<file path="src/hw/cpu_defines.svh">
`ifndef CPU_DEFINES_SVH
`define CPU_DEFINES_SVH

`define WORD_W 32
`define REG_N 32

// Opcodes
`define OP_RTYPE 6'h00
`define OP_ADDI 6'h08
`define OP_J 6'h02
`define OP_JAL 6'h03

// R-type funct codes
`define FN_ADD 6'h20
`define FN_SUB 6'h22
`define FN_AND 6'h24
`define FN_SLT 6'h2A
`define FN_JR 6'h08
`define FN_DIV 6'h1A
`define FN_MFHI 6'h10
`define FN_MFLO 6'h12

`define LINK_REG 5'd31 // Return address for jal

`endif

</file>
<file path="src/hw/cpu_pkg.sv">
`include "cpu_defines.svh"

package cpu_pkg;

  typedef logic [`WORD_W-1:0] word_t;
  typedef logic [$clog2(`REG_N)-1:0] regAddr_t;
  typedef logic [5:0] opcode_t;
  typedef logic [5:0] funct_t;

  typedef logic [2:0] aluOp_t;
  localparam aluOp_t PASS_A = 3'd0;
  localparam aluOp_t ADD = 3'd1;
  localparam aluOp_t SUB = 3'd2;
  localparam aluOp_t AND = 3'd3;
  localparam aluOp_t SLT = 3'd4;

  typedef enum logic [3:0] {
    RESET, FETCH0, FETCH1, DECODE, READREGS, EXECUTE,
    WRITEBACK, JUMP, DIVSTART, DIVWAIT, DIVSAVE, MOVEHILO
  } ctrlState_t;

  typedef logic [1:0] pcSel_t;
  localparam pcSel_t PC_PLUS4 = 2'd0; // ALUOut holds PC+4 after fetch
  localparam pcSel_t PC_JUMP = 2'd1;
  localparam pcSel_t PC_REG = 2'd2;

  typedef logic [1:0] wbSel_t;
  localparam wbSel_t WB_ALU = 2'd0;
  localparam wbSel_t WB_HI = 2'd1;
  localparam wbSel_t WB_LO = 2'd2;
  localparam wbSel_t WB_LINK = 2'd3;

  typedef logic [1:0] srcBSel_t;
  localparam srcBSel_t SRCB_REG = 2'd0;
  localparam srcBSel_t SRCB_FOUR = 2'd1;
  localparam srcBSel_t SRCB_IMM = 2'd2;

endpackage

</file>
<file path="src/hw/controlUnit.sv">
`timescale 1ns/100ps
`include "cpu_defines.svh"

module controlUnit (
  input  logic              clk,
  input  logic              reset_in,
  input  cpu_pkg::opcode_t  opcode,
  input  cpu_pkg::funct_t   funct,
  input  logic              divDone,
  output logic              irWe,
  output logic              pcWe,
  output logic              abWe,
  output logic              aluOutWe,
  output logic              hiLoWe,
  output logic              regWe,
  output logic              divStart,
  output cpu_pkg::pcSel_t   pcSel,
  output logic              srcASel,
  output cpu_pkg::srcBSel_t srcBSel,
  output cpu_pkg::wbSel_t   wbSel,
  output cpu_pkg::aluOp_t   aluOp
);
  import cpu_pkg::*;

  ctrlState_t state;
  ctrlState_t nextState;
  logic isRtype;
  logic isAddi;
  logic isJ;
  logic isJal;
  logic isAluR;
  logic isJr;
  logic isDiv;
  logic isMove;
  aluOp_t execOp;

  assign isRtype = (opcode == `OP_RTYPE);
  assign isAddi = (opcode == `OP_ADDI);
  assign isJ = (opcode == `OP_J);
  assign isJal = (opcode == `OP_JAL);
  assign isAluR = isRtype && (funct == `FN_ADD || funct == `FN_SUB ||
                              funct == `FN_AND || funct == `FN_SLT);
  assign isJr = isRtype && (funct == `FN_JR);
  assign isDiv = isRtype && (funct == `FN_DIV);
  assign isMove = isRtype && (funct == `FN_MFHI || funct == `FN_MFLO);

  // ALU operation for the execute step
  always_comb begin
    execOp = ADD; // addi
    if (isRtype) begin
      case (funct)
        `FN_SUB: execOp = SUB;
        `FN_AND: execOp = AND;
        `FN_SLT: execOp = SLT;
        default: execOp = ADD;
      endcase
    end
  end

  always_ff @(posedge clk) begin
    if (reset_in) begin
      state <= RESET;
    end else begin
      state <= nextState;
    end
  end

  always_comb begin
    nextState = state;
    irWe = 1'b0;
    pcWe = 1'b0;
    abWe = 1'b0;
    aluOutWe = 1'b0;
    hiLoWe = 1'b0;
    regWe = 1'b0;
    divStart = 1'b0;
    pcSel = PC_PLUS4;
    srcASel = 1'b0; // PC
    srcBSel = SRCB_REG;
    wbSel = WB_ALU;
    aluOp = PASS_A;
    case (state)
      RESET: nextState = FETCH0;
      FETCH0: begin
        irWe = 1'b1;
        srcBSel = SRCB_FOUR;
        aluOp = ADD; // PC+4 into ALUOut
        aluOutWe = 1'b1;
        nextState = FETCH1;
      end
      FETCH1: nextState = DECODE;
      DECODE: begin
        pcWe = 1'b1;
        if (isJ || isJal) begin
          pcSel = PC_JUMP;
          nextState = JUMP;
        end else if (isAddi || isAluR || isJr || isDiv) begin
          nextState = READREGS;
        end else if (isMove) begin
          nextState = MOVEHILO;
        end else begin
          nextState = FETCH0; // Unsupported code, no-op
        end
      end
      READREGS: begin
        abWe = 1'b1;
        if (isDiv) begin
          nextState = DIVSTART;
        end else if (isJr) begin
          nextState = JUMP;
        end else begin
          nextState = EXECUTE;
        end
      end
      EXECUTE: begin
        srcASel = 1'b1;
        srcBSel = isAddi ? SRCB_IMM : SRCB_REG;
        aluOp = execOp;
        aluOutWe = 1'b1;
        nextState = WRITEBACK;
      end
      WRITEBACK: begin
        regWe = 1'b1;
        nextState = FETCH0;
      end
      JUMP: begin
        // j only idles here
        if (isJal) begin
          wbSel = WB_LINK;
          regWe = 1'b1;
        end else if (isJr) begin
          srcASel = 1'b1;
          pcSel = PC_REG;
          pcWe = 1'b1;
        end
        nextState = FETCH0;
      end
      DIVSTART: begin
        divStart = 1'b1;
        nextState = DIVWAIT;
      end
      DIVWAIT: if (divDone) nextState = DIVSAVE;
      DIVSAVE: begin
        hiLoWe = 1'b1;
        nextState = FETCH0;
      end
      MOVEHILO: begin
        wbSel = (funct == `FN_MFHI) ? WB_HI : WB_LO;
        regWe = 1'b1;
        nextState = FETCH0;
      end
      default: nextState = FETCH0;
    endcase
  end

endmodule

</file>
<file path="src/hw/datapathRegs.sv">
`timescale 1ns/100ps
`include "cpu_defines.svh"

module datapathRegs (
  input  logic              clk,
  input  logic              reset_in,
  input  cpu_pkg::word_t    instrData,
  input  logic              irWe,
  input  logic              pcWe,
  input  logic              abWe,
  input  logic              aluOutWe,
  input  logic              hiLoWe,
  input  cpu_pkg::pcSel_t   pcSel,
  input  logic              srcASel,
  input  cpu_pkg::srcBSel_t srcBSel,
  input  cpu_pkg::wbSel_t   wbSel,
  input  cpu_pkg::word_t    rsData,
  input  cpu_pkg::word_t    rtData,
  input  cpu_pkg::word_t    aluResult,
  input  cpu_pkg::word_t    quotient,
  input  cpu_pkg::word_t    remainder,
  output cpu_pkg::word_t    pc,
  output cpu_pkg::word_t    aluInA,
  output cpu_pkg::word_t    aluInB,
  output cpu_pkg::word_t    aReg,
  output cpu_pkg::word_t    bReg,
  output cpu_pkg::word_t    wbData,
  output cpu_pkg::opcode_t  opcode,
  output cpu_pkg::funct_t   funct,
  output cpu_pkg::regAddr_t rs,
  output cpu_pkg::regAddr_t rt,
  output cpu_pkg::regAddr_t wbAddr
);
  import cpu_pkg::*;

  word_t ir;
  word_t aluOut;
  word_t hiReg;
  word_t loReg;
  word_t immExt;
  word_t jumpTarget;
  word_t nextPc;
  regAddr_t rd;

  assign opcode = ir[31:26];
  assign rs = ir[25:21];
  assign rt = ir[20:16];
  assign rd = ir[15:11];
  assign funct = ir[5:0];
  assign immExt = {{16{ir[15]}}, ir[15:0]};
  assign jumpTarget = {pc[31:28], ir[25:0], 2'b00}; // Same 256 MB region

  always_ff @(posedge clk) begin
    if (reset_in) begin
      pc <= '0;
      ir <= '0;
    end else begin
      if (pcWe) pc <= nextPc;
      if (irWe) ir <= instrData;
    end
  end

  always_ff @(posedge clk) begin
    if (abWe) begin
      aReg <= rsData;
      bReg <= rtData;
    end
    if (aluOutWe) aluOut <= aluResult;
    if (hiLoWe) begin
      hiReg <= remainder;
      loReg <= quotient;
    end
  end

  assign aluInA = srcASel ? aReg : pc;

  always_comb begin
    case (srcBSel)
      SRCB_FOUR: aluInB = 32'd4;
      SRCB_IMM:  aluInB = immExt;
      default:   aluInB = bReg;
    endcase
    case (pcSel)
      PC_JUMP: nextPc = jumpTarget;
      PC_REG:  nextPc = aluResult; // jr through pass-A
      default: nextPc = aluOut;
    endcase
    case (wbSel)
      WB_HI:   wbData = hiReg;
      WB_LO:   wbData = loReg;
      default: wbData = aluOut; // Link value is the PC+4 left by fetch
    endcase
    if (wbSel == WB_LINK) begin
      wbAddr = `LINK_REG;
    end else if (opcode == `OP_ADDI) begin
      wbAddr = rt;
    end else begin
      wbAddr = rd;
    end
  end

endmodule

</file>
<file path="src/hw/regFile.sv">
`timescale 1ns/100ps
`include "cpu_defines.svh"

module regFile (
  input  logic              clk,
  input  logic              reset_in,
  input  cpu_pkg::regAddr_t rs,
  input  cpu_pkg::regAddr_t rt,
  input  cpu_pkg::regAddr_t wbAddr,
  input  logic              regWe,
  input  cpu_pkg::word_t    wbData,
  output cpu_pkg::word_t    rsData,
  output cpu_pkg::word_t    rtData
);
  import cpu_pkg::*;

  word_t regs [`REG_N];

  always_ff @(posedge clk) begin
    if (reset_in) begin
      for (int i = 0; i < `REG_N; i++) begin
        regs[i] <= '0;
      end
    end else if (regWe && (wbAddr != '0)) begin
      regs[wbAddr] <= wbData; // r0 stays zero
    end
  end

  assign rsData = regs[rs];
  assign rtData = regs[rt];

endmodule

</file>
<file path="src/hw/alu.sv">
`timescale 1ns/100ps

module alu (
  input  cpu_pkg::word_t  aluInA,
  input  cpu_pkg::word_t  aluInB,
  input  cpu_pkg::aluOp_t aluOp,
  output cpu_pkg::word_t  aluResult
);
  import cpu_pkg::*;

  logic lessThan;

  // Signed compare for slt
  assign lessThan = $signed(aluInA) < $signed(aluInB);

  always_comb begin
    case (aluOp)
      ADD:     aluResult = aluInA + aluInB;
      SUB:     aluResult = aluInA - aluInB;
      AND:     aluResult = aluInA & aluInB;
      SLT:     aluResult = word_t'(lessThan);
      default: aluResult = aluInA; // PASS_A
    endcase
  end

endmodule

</file>
<file path="src/hw/divider.sv">
`timescale 1ns/100ps
`include "cpu_defines.svh"

module divider (
  input  logic           clk,
  input  logic           reset_in,
  input  logic           divStart,
  input  cpu_pkg::word_t aReg,
  input  cpu_pkg::word_t bReg,
  output logic           divDone,
  output cpu_pkg::word_t quotient,
  output cpu_pkg::word_t remainder
);
  import cpu_pkg::*;

  logic busy;
  logic [5:0] stepCnt;
  logic negQuot;
  logic negRem;
  word_t quotMag;
  word_t remMag;
  word_t divisorMag;
  logic [`WORD_W:0] partial;
  logic [`WORD_W:0] trial;

  assign partial = {remMag, quotMag[`WORD_W-1]};
  assign trial = partial - {1'b0, divisorMag};

  always_ff @(posedge clk) begin
    if (reset_in) begin
      busy <= 1'b0;
      stepCnt <= '0;
      divDone <= 1'b0;
    end else begin
      divDone <= busy && (stepCnt == 6'd1); // Last step this cycle
      if (divStart) begin
        busy <= 1'b1;
        stepCnt <= 6'(`WORD_W);
      end else if (busy) begin
        stepCnt <= stepCnt - 6'd1;
        if (stepCnt == 6'd1) busy <= 1'b0;
      end
    end
  end

  // One restoring step per cycle on the magnitudes
  always_ff @(posedge clk) begin
    if (divStart) begin
      quotMag <= aReg[`WORD_W-1] ? -aReg : aReg;
      divisorMag <= bReg[`WORD_W-1] ? -bReg : bReg;
      remMag <= '0;
      negQuot <= aReg[`WORD_W-1] ^ bReg[`WORD_W-1];
      negRem <= aReg[`WORD_W-1];
    end else if (busy) begin
      if (!trial[`WORD_W]) begin
        remMag <= trial[`WORD_W-1:0];
        quotMag <= {quotMag[`WORD_W-2:0], 1'b1};
      end else begin
        remMag <= partial[`WORD_W-1:0];
        quotMag <= {quotMag[`WORD_W-2:0], 1'b0};
      end
    end
  end

  // Truncating division, remainder follows the dividend
  assign quotient = negQuot ? -quotMag : quotMag;
  assign remainder = negRem ? -remMag : remMag;

endmodule

</file>
<file path="src/hw/mipsCore.sv">
`timescale 1ns/100ps

module mipsCore (
  input  logic              clk,
  input  logic              reset_in,
  input  cpu_pkg::word_t    instrData,
  output cpu_pkg::word_t    instrAddr,
  output logic              regWe,
  output cpu_pkg::regAddr_t regWaddr,
  output cpu_pkg::word_t    regWdata
);
  import cpu_pkg::*;

  opcode_t opcode;
  funct_t funct;
  logic irWe;
  logic pcWe;
  logic abWe;
  logic aluOutWe;
  logic hiLoWe;
  logic divStart;
  logic divDone;
  pcSel_t pcSel;
  logic srcASel;
  srcBSel_t srcBSel;
  wbSel_t wbSel;
  aluOp_t aluOp;
  regAddr_t rs;
  regAddr_t rt;
  word_t rsData;
  word_t rtData;
  word_t aluInA;
  word_t aluInB;
  word_t aluResult;
  word_t aReg;
  word_t bReg;
  word_t quotient;
  word_t remainder;

  controlUnit ctrl_i (
    .clk(clk), .reset_in(reset_in), .opcode(opcode), .funct(funct), .divDone(divDone),
    .irWe(irWe), .pcWe(pcWe), .abWe(abWe), .aluOutWe(aluOutWe), .hiLoWe(hiLoWe),
    .regWe(regWe), .divStart(divStart), .pcSel(pcSel), .srcASel(srcASel),
    .srcBSel(srcBSel), .wbSel(wbSel), .aluOp(aluOp)
  );

  // PC doubles as the fetch address, write port is the commit trace
  datapathRegs dp_i (
    .clk(clk), .reset_in(reset_in), .instrData(instrData), .irWe(irWe), .pcWe(pcWe),
    .abWe(abWe), .aluOutWe(aluOutWe), .hiLoWe(hiLoWe), .pcSel(pcSel), .srcASel(srcASel),
    .srcBSel(srcBSel), .wbSel(wbSel), .rsData(rsData), .rtData(rtData),
    .aluResult(aluResult), .quotient(quotient), .remainder(remainder), .pc(instrAddr),
    .aluInA(aluInA), .aluInB(aluInB), .aReg(aReg), .bReg(bReg), .wbData(regWdata),
    .opcode(opcode), .funct(funct), .rs(rs), .rt(rt), .wbAddr(regWaddr)
  );

  regFile rf_i (
    .clk(clk), .reset_in(reset_in), .rs(rs), .rt(rt), .wbAddr(regWaddr),
    .regWe(regWe), .wbData(regWdata), .rsData(rsData), .rtData(rtData)
  );

  alu alu_i (.aluInA(aluInA), .aluInB(aluInB), .aluOp(aluOp), .aluResult(aluResult));

  divider div_i (
    .clk(clk), .reset_in(reset_in), .divStart(divStart), .aReg(aReg), .bReg(bReg),
    .divDone(divDone), .quotient(quotient), .remainder(remainder)
  );

endmodule

</file>
<file path="config.mk">
export PLATFORM = sky130hd
export DESIGN_NAME = mipsCore
export DESIGN_NICKNAME = d
export VERILOG_FILES = /design/src/hw/cpu_pkg.sv /design/src/hw/controlUnit.sv /design/src/hw/datapathRegs.sv /design/src/hw/regFile.sv /design/src/hw/alu.sv /design/src/hw/divider.sv /design/src/hw/mipsCore.sv
export VERILOG_INCLUDE_DIRS = /design/src /design/src/hw
export SDC_FILE = /design/constraint.sdc
export NUM_CORES = 2
export LEC_CHECK = 0
export BUFFER_PORTS_ARGS = -buffer_cell sky130_fd_sc_hd__buf_4
export CAP_MARGIN = 10
export CORE_UTILIZATION = 30
export DETAILED_ROUTE_END_ITERATION = 7
export GPL_ROUTABILITY_DRIVEN = 0
export GPL_TIMING_DRIVEN = 0
export MAX_ROUTING_LAYER = met4
export PLACE_DENSITY_LB_ADDON = 0.15
export SKIP_CTS_REPAIR_TIMING = 1
export SLEW_MARGIN = 0
export SYNTH_ARGS = -nofsm -noshare
export SYNTH_HDL_FRONTEND = slang
export SYNTH_SLANG_ARGS = --single-unit
</file>
<file path="constraint.sdc">
create_clock -name clk -period 11 [get_ports clk]
set_clock_uncertainty 0.05 [all_clocks]
set_input_delay 1.1 -clock clk [delete_from_list [all_inputs] [get_ports clk]]
set_output_delay 1.1 -clock clk [all_outputs]
set_load 0.02 [all_outputs]
</file>
==> results.cfg <==
[placement]
place.port_buffers = 103
dp_cells = 9131
placed_area_um2 = 80100
hpwl_um = 247000

[global_route]
grt_overflow = 0
grt_pass1_wl_um = 441000
grt_pass1_vias = 52700
antenna_found_initial = 28
grt_max_degree = 36
grt_usage_pct = 26.6

[sta]
whs_ns = 0.427
fmax_mhz = 117
fin_setup_tns_ns = 0
rsz0062_at_grt = false
tightest_slew_ns = 1.40
max_slew_margin_pct = 6.69
timing.final.hold_violations = 0
setup_viol = 0
drv_slew = 0
min_period_over_period_pct = 77.9
period_needed_ns = 8.57

[logic_synthesis]
synth_top_cell_by_area = edfxtp_1
netlist_area_um2 = 73900
synth.most_common_cell = edfxtp_1
synth_simple_gate_area_share_pct = 10.4
ys_ff_latch = 1358
synth.area.top_cells = edfxtp_1, mux4_2, nor2_1, dfxtp_1, clkbuf_1
syn_avg_cell_area_um2 = 12.9
async_reset_ff_share_pct = 0
synth_top_family_by_area = multiplexers
synth.distinct_cells = 89
synthFlopType = edfxtp_1
seq_area_frac_synth_pct = 53.7
synth_compound_area_share_pct = 6.86
synth_commonest_cells = edfxtp_1, nor2_1, mux4_2, clkbuf_1, nand2_1
ys_warn_count = 0
synth_fa_ha_area_share_pct = 1.93
synth_top_cell_area_share_pct = 50.8
synth.area.mux_share_pct = 21.3
postSynthCellCount = 5726
synth_xor_area_share_pct = 2.18
synth-edff-count = 1250

[clock_tree]
clock_path_buffers = 3
clock-sinks = 1358
h-tree-depth = 4
worstSkewPairLatency_ns = 0.85
cts-buffers-inserted = 157
cts_tree = yes
clockRootBuffer = clkbuf_16
cts.clk_slew.worst_paths_ns = 0.06

[setup_path]
cp_slowest_stage_delay_ns = 0.84
end_kind = flip-flop
path_delay_family = compound AO/OA/AOI/OAI gates
cp_cell_sequence = buf_2 -> or4b_1 -> buf_2 -> inv_1 -> buf_1 -> ha_1 -> clkbuf_1 -> clkbuf_1 -> o21ai_0 -> ha_1 -> fa_1 -> o21bai_1 -> o211ai_1 -> a31oi_1 -> nand3_1 -> a211oi_1 -> a211oi_1 -> xnor2_1 -> o21ai_0 -> o311ai_0 -> a311oi_1
r2r_slack_ns = 2.43
start_kind = flip-flop
crit_arrival_ns = 9.17
critical_path_class = reg2reg
crit_required_ns = 11.60
cp_max_fo = 10
crit_buf_inv = 6
crit_path_top_delay_cell = buf_1

[die]
dieWidth_um = 498
row_count = 181
pin_count = 104
die_area_um2 = 248000
start_util_pct = 30.3
core_area_um2 = 244000
dieHeight_um = 498

[drt]
ant_nets = 0
num_vias = 54200
wirelength_um = 327000
vias_per_cell = 5.74
first_pass_iters = 6
wl_per_cell_um = 34.6
drcViolationCount = 0
drtIter0Drc = 6885

[cells_and_area]
layout.cells.non_filler = 9451
nets = 6250
drive_gt1_share_pct = 20.1
fin_area_um2 = 85200
areaGrowthSynthToFinish_pct = 15.4
finish.utilization_pct = 34.9

[pwr]
power.density_nw_per_um2 = 160
p_leak_nw = 29.4
vdd_ir_drop_max_uv = 145

[worst_hold_path]
hold_class = reg2reg

[run_status]
status = finished, final reports clean

[job]
max_cap_viol_count = 0
## where the power goes
group          internal (W)  switching [W]  total (W)
logic              0.000903        0.00153    0.00243
clock network       0.00288        0.00231    0.00519
registers           0.00585       0.000192    0.00605
## sequential cells by signal, summed over array words and instances (netlist names)
register,cells
ctrl_i.state,4
div_i.busy,1
div_i.divDone,1
div_i.divisorMag,32
div_i.negQuot,1
div_i.negRem,1
div_i.quotMag,32
div_i.remMag,32
div_i.stepCnt,6
dp_i.aReg,32
dp_i.aluOut,32
dp_i.bReg,32
dp_i.hiReg,32
dp_i.ir,32
dp_i.loReg,32
dp_i.pc,32
rf_i.regs,1024
## kinds of logic (layout without fill, tap and decap cells)
family,count (synthesis),after routing
AOI/OAI and AO/OA,789,789
muxes,762,762
buffers and inverters,686,1157
other,1,53
xor gates and xnor gates,184,184
adders and majority gates,112,112
DFF,1358,1358
and+or+nand+nor,1834,1834
## cell type report
cell class / count / area, um^2
multi-input cells: 3713 / 31800
well taps: 3202 / 4010
fillers: 24000 / 159000
clock inverters: 79 / 661
plain buffers: 492 / 1920
diodes: 21 / 52.6
repair buffers: 188 / 2120
flip-flops and latches: 1358 / 39700
inverters: 194 / 728
clock buffers: 204 / 4230
## layer usage
layer	wire length, um	share of wire (%)	up-vias	track usage (%)
met1	129000	39	28400	33.3
li1	-	-	22400	-
met2	152000	47	2833	41.4
met5	0	0	-	-
met4	18400	5.6	0	12.8
met3	27500	8.4	609	5.10
## cell usage in the layout (no fill, tap or decap), types with 31 or more instances in the layout
cell type and n:
dfxtp_1 108, xnor2_1 145, mux4_2 640, a21oi_1 212, clkbuf_1 426, xor2_1 39, nand3_1 33, nand2_1 331
buf_2 31, clkinv_1 40, mux2_2 94, nor2_1 1155, conb_1 32, o21ai_0 182, buf_4 114, nor3_1 62
clkbuf_16 159, a22oi_1 42, inv_1 191, o31ai_1 32, edfxtp_1 1250, ha_1 109, nand2b_1 43, buf_1 61
## path summary, 6_finish.rpt
path / startpoint / to / depth (start not counted)
hold / removal: dp_i.ir[31] / dp_i.ir[31] / 2
setup reg to reg: ctrl_i.state[1] / dp_i.pc[26] / 21
hold reg to reg: dp_i.ir[31] / dp_i.ir[31] / 2
setup / recovery: ctrl_i.state[1] / dp_i.pc[26] / 21
## metrics by stage
stage                     power (W)  setup WS (ns)
after floorplan             0.00751           3.19
after global placement      0.00849          -2.22
after detailed placement    0.00853           2.57
after CTS                    0.0137           2.53
after global routing         0.0140           2.22
final                        0.0137           2.43
## worst register-to-register path, delay by kind of cell, from the launching register on
kind                       cells  cell delay, ns
DFF                            1            0.30
and+or+nand+nor                2            0.80
adders and majority gates      3            1.22
xor gates and xnor gates       1            0.24
buffers and inverters          6            2.61
AOI/OAI and AO/OA              9            3.19
No activity file was read; power rests on OpenSTA's default activity.
